`src/logic/bridgePkg.sv`:
```
`default_nettype none

package bridgePkg;

	// ----------------------------------------
	// bus widths and address map
	localparam int dataWidth = 32;
	localparam int numSlaves = 3;
	localparam int regIndexWidth = 4;
	localparam int numRegs = 2 ** regIndexWidth;
	localparam logic [dataWidth-1:0] slaveBase = 32'h8000_0000;
	localparam logic [dataWidth-1:0] slaveSpan = 32'h0400_0000;

	localparam logic [1:0] htransNonseq = 2'b10;
	localparam logic [1:0] htransSeq = 2'b11;

	// ----------------------------------------
	// controller states and request types
	typedef enum logic [2:0] {
		stIdle,
		stWriteWait,
		stRead,
		stWrite,
		stWritePipe,
		stReadEnable,
		stWriteEnable,
		stWriteEnablePipe
	} apbState;

	typedef struct packed {
		logic [dataWidth-1:0] addr;
		logic [dataWidth-1:0] wdata;
		logic write;
	} ahbReq;

	typedef struct packed {
		logic [dataWidth-1:0] paddr;
		logic [dataWidth-1:0] pwdata;
		logic pwrite;
		logic [numSlaves-1:0] psel;
		logic penable;
	} apbReq;

	// one-hot region select, zero outside the window.
	function automatic logic [numSlaves-1:0] slaveSelect(input logic [dataWidth-1:0] addr);
		logic [numSlaves-1:0] sel;
		logic [dataWidth-1:0] lo;
		sel = '0;
		lo = slaveBase;
		for (int i = 0; i < numSlaves; i++)
		begin
			sel[i] = (addr >= lo) && (addr < lo + slaveSpan);
			lo = lo + slaveSpan;
		end
		return sel;
	endfunction

endpackage

`default_nettype wire

```
`src/logic/ahbSlaveIf.sv`:
```
`default_nettype none

module ahbSlaveIf (
	input wire logic Hclk,
	input wire logic Hresetn,
	input wire logic [bridgePkg::dataWidth-1:0] Haddr,
	input wire logic [bridgePkg::dataWidth-1:0] Hwdata,
	input wire logic Hwrite,
	input wire logic [1:0] Htrans,
	input wire logic Hreadyin,
	output logic valid,
	output bridgePkg::ahbReq curReq,
	output bridgePkg::ahbReq pipeReq1,
	output bridgePkg::ahbReq pipeReq2,
	output logic hwriteReg,
	output logic [bridgePkg::numSlaves-1:0] tempSel
);
	import bridgePkg::*;

	logic transActive;

	// ----------------------------------------
	// current address phase and decode
	assign curReq = '{addr: Haddr, wdata: Hwdata, write: Hwrite};

	assign tempSel = slaveSelect(Haddr);
	assign transActive = (Htrans == htransNonseq) || (Htrans == htransSeq); // IDLE and BUSY ignored.
	assign valid = Hreadyin && transActive && (|tempSel);

	// ----------------------------------------
	// two-deep pipeline, shifts every cycle
	always_ff @(posedge Hclk)
	begin
		pipeReq1 <= curReq; // address of last cycle, its data arrives now.
		pipeReq2 <= pipeReq1;
	end

	always_ff @(posedge Hclk)
	begin
		if (!Hresetn)
			hwriteReg <= 1'b0;
		else
			hwriteReg <= Hwrite;
	end

	// the decoder never picks two peripherals.
	assert property (@(posedge Hclk) disable iff (!Hresetn) $onehot0(tempSel));

endmodule

`default_nettype wire

```
`src/logic/apbFsmController.sv`:
```
`default_nettype none

module apbFsmController (
	input wire logic Hclk,
	input wire logic Hresetn,
	input wire logic valid,
	input wire bridgePkg::ahbReq curReq,
	input wire bridgePkg::ahbReq pipeReq1,
	input wire bridgePkg::ahbReq pipeReq2,
	input wire logic hwriteReg,
	input wire logic [bridgePkg::numSlaves-1:0] tempSel,
	input wire logic [bridgePkg::dataWidth-1:0] Hwdata,
	output bridgePkg::apbReq apb,
	output logic Hreadyout
);
	import bridgePkg::*;

	apbState state;
	apbState nextState;
	apbReq nextApb;
	logic nextReady;
	logic accept;

	// an address phase only completes while we drive Hreadyout high.
	assign accept = valid && Hreadyout;

	// ----------------------------------------
	// next state and next outputs
	always_comb
	begin
		nextState = state;
		nextApb = apb;
		nextApb.penable = 1'b0;
		nextReady = 1'b1;
		case (state)
			stIdle, stReadEnable, stWriteEnable:
			begin
				nextState = stIdle;
				nextApb.psel = '0;
				if (accept && curReq.write)
				begin
					nextState = stWriteWait; // wait for the data phase.
				end
				else if (accept)
				begin
					nextState = stRead;
					nextApb.paddr = curReq.addr;
					nextApb.pwrite = 1'b0;
					nextApb.psel = tempSel;
					nextReady = 1'b0; // hold the data phase until ENABLE.
				end
			end
			stWriteWait:
			begin
				nextApb.paddr = pipeReq1.addr;
				nextApb.pwdata = Hwdata;
				nextApb.pwrite = 1'b1;
				nextApb.psel = slaveSelect(pipeReq1.addr);
				nextReady = 1'b0;
				nextState = accept ? stWritePipe : stWrite;
			end
			stRead:
			begin
				nextApb.penable = 1'b1;
				nextState = stReadEnable;
			end
			stWrite:
			begin
				nextApb.penable = 1'b1;
				nextState = stWriteEnable;
			end
			stWritePipe:
			begin
				nextApb.penable = 1'b1;
				nextReady = hwriteReg; // a pending read waits for its own ENABLE.
				nextState = stWriteEnablePipe;
			end
			stWriteEnablePipe:
			begin
				// pending transfer was accepted two cycles ago.
				nextApb.paddr = pipeReq2.addr;
				nextApb.pwdata = pipeReq1.wdata;
				nextApb.pwrite = pipeReq2.write;
				nextApb.psel = slaveSelect(pipeReq2.addr);
				nextReady = 1'b0;
				if (!pipeReq2.write)
					nextState = stRead;
				else if (accept)
					nextState = stWritePipe;
				else
					nextState = stWrite;
			end
			default:
			begin
				nextState = stIdle;
				nextApb.psel = '0;
			end
		endcase
	end

	// ----------------------------------------
	// registered outputs
	always_ff @(posedge Hclk)
	begin
		if (!Hresetn)
		begin
			state <= stIdle;
			apb.psel <= '0;
			apb.penable <= 1'b0;
			apb.pwrite <= 1'b0;
			Hreadyout <= 1'b0;
		end
		else
		begin
			state <= nextState;
			apb <= nextApb;
			Hreadyout <= nextReady;
		end
	end

	// ENABLE comes only straight after a SETUP to the same peripheral.
	assert property (@(posedge Hclk) disable iff (!Hresetn)
		apb.penable |-> !$past(apb.penable) && (|apb.psel) && (apb.psel == $past(apb.psel)));

	assert property (@(posedge Hclk) disable iff (!Hresetn) $onehot0(apb.psel));

endmodule

`default_nettype wire

```
`src/logic/apbRegBank.sv`:
```
`default_nettype none

module apbRegBank (
	input wire logic Hclk,
	input wire logic Hresetn,
	input wire bridgePkg::apbReq apb,
	input wire logic sel,
	output logic [bridgePkg::dataWidth-1:0] rdata
);
	import bridgePkg::*;

	logic [dataWidth-1:0] regs [numRegs];
	logic [regIndexWidth-1:0] index;

	assign index = apb.paddr[regIndexWidth+1:2]; // word addressed.

	// ----------------------------------------
	// register file
	always_ff @(posedge Hclk)
	begin
		if (!Hresetn)
		begin
			for (int i = 0; i < numRegs; i++)
			begin
				regs[i] <= '0;
			end
		end
		else if (sel && apb.penable && apb.pwrite)
		begin
			regs[index] <= apb.pwdata;
		end
	end

	// zero wait states, read word is there as soon as we are selected.
	assign rdata = sel ? regs[index] : '0;

	assert property (@(posedge Hclk) disable iff (!Hresetn)
		(sel && apb.penable) |-> $stable(apb.paddr));

endmodule

`default_nettype wire

```
`src/logic/bridgeTop.sv`:
```
`default_nettype none

module bridgeTop (
	input wire logic Hclk,
	input wire logic Hresetn,
	input wire logic [bridgePkg::dataWidth-1:0] Haddr,
	input wire logic [bridgePkg::dataWidth-1:0] Hwdata,
	input wire logic Hwrite,
	input wire logic [1:0] Htrans,
	input wire logic Hreadyin,
	output logic Hreadyout,
	output logic [bridgePkg::dataWidth-1:0] Hrdata
);
	import bridgePkg::*;

	logic valid;
	ahbReq curReq;
	ahbReq pipeReq1;
	ahbReq pipeReq2;
	logic hwriteReg;
	logic [numSlaves-1:0] tempSel;
	apbReq apb;
	logic [dataWidth-1:0] bankRdata [numSlaves];
	logic [dataWidth-1:0] Prdata;

	ahbSlaveIf frontEnd (
		.Hclk(Hclk),
		.Hresetn(Hresetn),
		.Haddr(Haddr),
		.Hwdata(Hwdata),
		.Hwrite(Hwrite),
		.Htrans(Htrans),
		.Hreadyin(Hreadyin),
		.valid(valid),
		.curReq(curReq),
		.pipeReq1(pipeReq1),
		.pipeReq2(pipeReq2),
		.hwriteReg(hwriteReg),
		.tempSel(tempSel)
	);

	apbFsmController controller (
		.Hclk(Hclk),
		.Hresetn(Hresetn),
		.valid(valid),
		.curReq(curReq),
		.pipeReq1(pipeReq1),
		.pipeReq2(pipeReq2),
		.hwriteReg(hwriteReg),
		.tempSel(tempSel),
		.Hwdata(Hwdata),
		.apb(apb),
		.Hreadyout(Hreadyout)
	);

	// ----------------------------------------
	// peripherals and read return
	for (genvar i = 0; i < numSlaves; i++)
	begin : gBank
		apbRegBank bank (
			.Hclk(Hclk),
			.Hresetn(Hresetn),
			.apb(apb),
			.sel(apb.psel[i]),
			.rdata(bankRdata[i])
		);
	end

	always_comb
	begin
		Prdata = '0;
		for (int i = 0; i < numSlaves; i++)
		begin
			if (apb.psel[i])
				Prdata = Prdata | bankRdata[i];
		end
	end

	assign Hrdata = Prdata;

endmodule

`default_nettype wire

```
`config.mk`:
```
export PLATFORM = sky130hd
export DESIGN_NAME = bridgeTop
export DESIGN_NICKNAME = d
export VERILOG_FILES = /design/src/logic/bridgePkg.sv /design/src/logic/ahbSlaveIf.sv /design/src/logic/apbFsmController.sv /design/src/logic/apbRegBank.sv /design/src/logic/bridgeTop.sv
export SDC_FILE = /design/constraint.sdc
export NUM_CORES = 2
export LEC_CHECK = 0
export BUFFER_PORTS_ARGS = -buffer_cell sky130_fd_sc_hd__buf_2
export CAP_MARGIN = 40
export CELL_PAD_IN_SITES_DETAIL_PLACEMENT = 1
export CELL_PAD_IN_SITES_GLOBAL_PLACEMENT = 2
export CORE_ASPECT_RATIO = 0.9
export CORE_MARGIN = 3
export CORE_UTILIZATION = 47
export DETAILED_ROUTE_END_ITERATION = 6
export GPL_ROUTABILITY_DRIVEN = 0
export PLACE_DENSITY = 0.85
export SETUP_SLACK_MARGIN = 0.2
export SYNTH_ARGS = -nofsm -noshare
export SYNTH_HDL_FRONTEND = slang
export SYNTH_SLANG_ARGS = --single-unit
export TNS_END_PERCENT = 30
```
`constraint.sdc`:
```
create_clock -name Hclk -period 4.1 [get_ports Hclk]
set_input_delay 0.205 -clock Hclk [delete_from_list [all_inputs] [get_ports Hclk]]
set_output_delay 0.205 -clock Hclk [all_outputs]
set_load 0.01 [all_outputs]
```
* Word level (Yosys, flattened, before mapping)
Memories as Yosys holds them, arrays and structs flattened. A register that Yosys moved wholly into a read port is not among the register bits. Index checks and enable logic that the tools add are counted.
Storage, ports and cells: word-level logic and storage cells 123, memory bits (writable) 1536, bits in registers 146, input bits 70, output and inout port bits 33, memories 3
Memory list:
- gBank[0].bank.regs | depth 16, width 32, read ports 1, clocked after Yosys merged registers in 1, wr ports 16, RTL line apbRegBank.sv:12 | logic [dataWidth-1:0] regs [numRegs];
- gBank[1].bank.regs | depth 16, width 32, read ports 1, clocked after Yosys merged registers in 1, wr ports 16, RTL line apbRegBank.sv:12
- gBank[2].bank.regs | depth 16, width 32, read ports 1, clocked after Yosys merged registers in 1, wr ports 16, RTL line apbRegBank.sv:12
Operators by class: muxes and demuxes 43, bitwise logic cells 2, reductions and logical operators 33, equality and inequality tests 11, magnitude comparators 18
Operators with widths (number):
- $ge 32x32->1 const B | 9
- $lt 32x32->1 const B | 9
- $mux 32 | 8
- $reduce_or 32->1 | 3
- $or 32x32->32 | 2
- $pmux 32 s2 | 1
- $mux 4 | 8
- $logic_and 1x1->1 | 19
- $pmux 3 s6 | 1
- $pmux 6 s3 | 1
- $mux 1 | 16
- $eq 3x3->1 const B | 4
- $mux 6 | 2
- $pmux 4 s3 | 1
- $mux 3 | 3
- $reduce_or 3->1 | 3
- $eq 3x2->1 const B | 2
- $eq 2x2->1 const B | 2
- $reduce_and 4->1 | 1
- $eq 3x1->1 const B | 1
- $logic_not 3->1 | 1
- $pmux 1 s3 | 1
- $reduce_and 3->1 | 1
- $reduce_bool 3->1 | 1
- 7 further kinds | 7

* Depth between registers and ports, before layout
depth in word-level cells 9, depth in mapped cells 10, gate-level depth less buffers 5

* By module
Synthesis repeated with hierarchy kept, for this count alone.
Unflattened totals: cell total of the unflattened synthesis 5155, area total of the unflattened synthesis 77530.6 um^2
By module, submodules not included:
- apbRegBank (gBank[1].bank ...) | times used 2, area an instance 23472.5 um^2, cells each 1529, sequential area each 15374.7 um^2
- apbRegBank (gBank[0].bank) | times used 1, area an instance 23415.0 um^2, cells each 1529, sequential area each 15374.7 um^2
- apbFsmController | times used 1, area an instance 3470.8 um^2, cells each 292, sequential area each 2102.0 um^2
- ahbSlaveIf | times used 1, area an instance 3176.8 um^2, cells each 203, sequential area each 2622.5 um^2
- bridgeTop | times used 1, area an instance 523.0 um^2, cells each 73, sequential area each 0.0 um^2

* Least setup slack after synthesis
No wires, ideal clock.
path kind flip-flop to flip-flop, from register controller.apb[41] (netlist name), to memory gBank[0].bank.regs[11][0], enable pin, data required time 3634 ps, arrival time 3177 ps, setup time 466 ps, path buffers 0, clock period less this slack 3643 ps, cell stages (with the launch flop) 4, setup slack 457 ps, path through edfxtp_1 -> nor2b_1 -> nand3_1 -> o21ai_0
RTL lines (RTL line):
- end: declaration | apbRegBank.sv:12

* Final worst setup path
from register controller.apb[3] (netlist name), to output port Hrdata[28] (netlist bit)
On the way: cells in the longest elaborated chain, start to end 3
Ends and longest elaborated chain:
- $mux 32 | RTL line apbRegBank.sv:35 | assign rdata = sel ? regs[index] : '0;
- $or 32x32->32 | RTL line bridgeTop.sv:75 | Prdata = Prdata | bankRdata[i];
- $mux 32 (*) | RTL line bridgeTop.sv:74 | if (apb.psel[i])
- end: declaration | RTL line bridgeTop.sv:12 | output logic [bridgePkg::dataWidth-1:0] Hrdata
Mark *: on every way between the ends. The rest lies on a longest branch, timed or not.

==> results.md <==
- Placed cell areas: 0.0778 mm²
- Via count: 45.2k
- Max Slew Vio Count: 0
- Yosys reg bits: 1640
- Share of the synthesized area in the top cell type: 64.6%
- Root buf cell: clkbuf_16
- Total length of routed wires: 252 mm
- DR DRC count: 0
- Final core utilization: 55.0%
- Worst Hold End: frontEnd.pipeReq1[18]$_DFF_P_
- Hold_sp: Hwdata[17]
- Placement Setup Slack: 0.389 ns
- Final WS setup: 0.121 ns
- Clock Skew: 0.0432 ns
- Detailed Routing Iterations Pass 1: 6
- First-pass GRT wire length: 355 mm
- I/O pin count: 103
- Largest net degree at the start of global routing: 53
- Top cells by area, synth: edfxtp_1 (65%), and2_1 (13%), mux4_2 (9.6%)
- Post-Syn Instances: 4791
- Most common cell in the netlist: edfxtp_1
- Synth cell count leaders: edfxtp_1 (1572), and2_1 (1540), clkbuf_1 (392)
- H-tree depth: 4
- Hold depth: 2
- Buffer depth of the longest clock path: 3
- Synthesized area per cell: 15.2 µm²
- Peak supply drop: 0.426 mV
- Minimum clock period: 3.98 ns
- Crit share post-route: 97.0%
- Initial Util: 47.6%
- Reg2reg end: gBank[2].bank.regs[1][2]$_SDFFCE_PN0P_
- Max-Cap Viols: 0
- Synth async-reset ratio: 0%
- Grt total ovfl: 0
- # placed instances: 6787
- Worst setup SP type: flip-flop
- Routed vias/inst: 6.26
- Hold Path Class: in -> reg
- Finished Layout Cells: 7219
- CP arrival: 3.77 ns
- FF-to-FF setup slack: 1.04 ns
- Crit path max fanout: 7
- RSZ-0062 raised after global routing: yes
- Die area: 0.160 mm²
- Syn Std Cell Area: 0.0730 mm²
- PD cells: 523 mW/mm²
- Number of buffers created by CTS: 170
- Main synth FF type: edfxtp_1
- Final Hold Fails: 0
- CTS tree: built
- Initial antenna violation count: 33
- Worst Setup Path Type: reg -> out
- Net count of the mapped netlist: 4861
- Register area share after synthesis: 66.5%
- Core area: 0.153 mm²
- Yosys cell types: 63
- Clk_lat worst skew: 0.83 ns
- Leak Pwr: 31.0 nW
- Reg2Reg Depth: 6
- Layout Area Growth over Synthesis: 15.7%
- HPWL after DPL: 153 mm
- Worst-case headroom to the max-slew limit: 35.8%
- Port Buffers: 79
- Total negative setup slack: 0 ns
- Hold Slack: 0.0449 ns
- Worst setup EP type: primary output
- Outcome: complete, no violations
- Worst-path clk slew: 0.06 ns
- Fill count: 14.3k
- Die Span Y: 380 µm
- Reg2Reg Launch Point: controller.apb[4]$_SDFFE_PN0P_
- Setup violations, final: 0
- F_max: 251 MHz
- Row cnt: 136
- Slew @ Worst Pin: 0.953 ns
- Post-route ant nets: 0
- # nets final: 5075
- Number of global-route vias before repair: 46.1k
- Synthesis Warnings: 0
- Post-synth EDFFs: 1572
- Final instance area: 0.0845 mm²
- WP data required: 3.89 ns
- Total chip power: 44.2 mW
- Share of cells above drive strength 1: 23.4%
- Initial DRC count: 6795
- Die W: 422 µm
- GRT Overall Usage: 31.3%
- Yosys top cell by area: edfxtp_1
- WL/cell: 34.9 µm
- Clk sinks: 1640
## repair_timing
| action | CTS | global route |
|---|---|---|
| pin swaps | 2 | 7 |
| gates resized for setup | 28 | 29 |
| buffers inserted | 15 | 49 |
| endpoints found under the hold margin | 89 | 0 |
| cloned | 1 | 3 |
| hold buffers | 48 | 0 |
| setup endpoints to repair | 32 | 21 |
## registers in the layout (all words and copies together), names as in the netlist, named ones only
name and count:
frontEnd.hwriteReg 1, gBank.bank.regs 1536, controller.apb 41, controller.state 3, frontEnd.pipeReq1 43, controller.Hreadyout 1
frontEnd.pipeReq2 11
## how the worst max path moves through the flow
stage                                         from                                 endpoint  slack (ns)  depth (start not counted)
floorplan             controller.apb[41]$_DFFE_PN_  gBank[0].bank.regs[11][0]$_SDFFCE_PN0P_        0.46                          3
global placement                         flip-flop                               Hrdata[29]       -0.04                          7
detailed placement                       flip-flop                               Hrdata[29]        0.39                          8
CTS                                      flip-flop                               Hrdata[16]        0.15                          9
global route                             flip-flop                                Hrdata[2]        0.11                          8
finish              controller.apb[3]$_SDFFE_PN0P_                               Hrdata[28]        0.12                          8
## routing by layer
metal	vias up	part of all wire, %	global-route usage, %
met1	23800	38	43.0
li1	18100	-	-
met4	10	4.7	13.4
met5	-	0.027	0
met3	505	12	8.85
met2	2737	45	46.8
## cells by family (layout without fill, tap and decap cells)
group,Yosys count,count (layout),share of synthesized area (%)
other,0,10,0
xor gates and xnor gates,1,1,0.0120
AOI/OAI and AO/OA,360,360,3.60
buffers and inverters,473,821,2.62
muxes,506,506,12.4
DFF,1640,1640,66.5
and+or+nand+nor,1811,1811,14.9
## critical path: stages (launching register included)
cell	delay, ns
dfxtp_1	0.63
buf_4	0.26
nand2b_1	0.10
nor2_1	0.64
buf_4	0.39
a22oi_1	0.11
o211ai_1	0.40
a211o_1	0.26
buf_2	0.16
## placed cells by master, fill, tap and decap left out, types with 7 or more instances in the layout
master         count
o221ai_1           7
mux2i_1          150
mux4_2           311
nor2_2            51
clkinv_2          34
diode_2           10
a22oi_1           66
nand4_1           21
a221o_1           14
a21oi_1           35
nand2_1           86
bufinv_16          7
a221oi_1          52
a22o_1            27
and3_1             8
buf_4            320
nor2b_1            9
clkinv_1          38
buf_2             78
buf_6              7
buf_16            10
o21ai_0           30
dfxtp_1           64
nand3_1           23
edfxtp_1        1572
nor2_1            33
clkbuf_16        180
and2_1          1540
dlygate4sd3_1     48
mux2_2            41
o21ai_4           48
buf_12            42
clkbuf_1          32
## layout make-up
cell class,instances,area (µm²),share of cell area (%)
diodes,10,25.0,0.0296
clock buffers,214,4620,5.47
clock inverters,92,657,0.777
inverters,6,22.5,0.0267
multi-input cells,2678,23400,27.7
flip-flops and latches,1640,48600,57.5
well taps,2070,2590,3.07
repair buffers,509,4580,5.42
## power breakdown
group | total, mW | internal (mW) | switching, mW
sequential | 19.4 | 19.0 | 0.411
clock | 15.1 | 8.39 | 6.67
combinational | 9.75 | 3.62 | 6.13
total | 44.2 | 31.0 | 13.2
No activity file was read; power rests on OpenSTA's default activity.
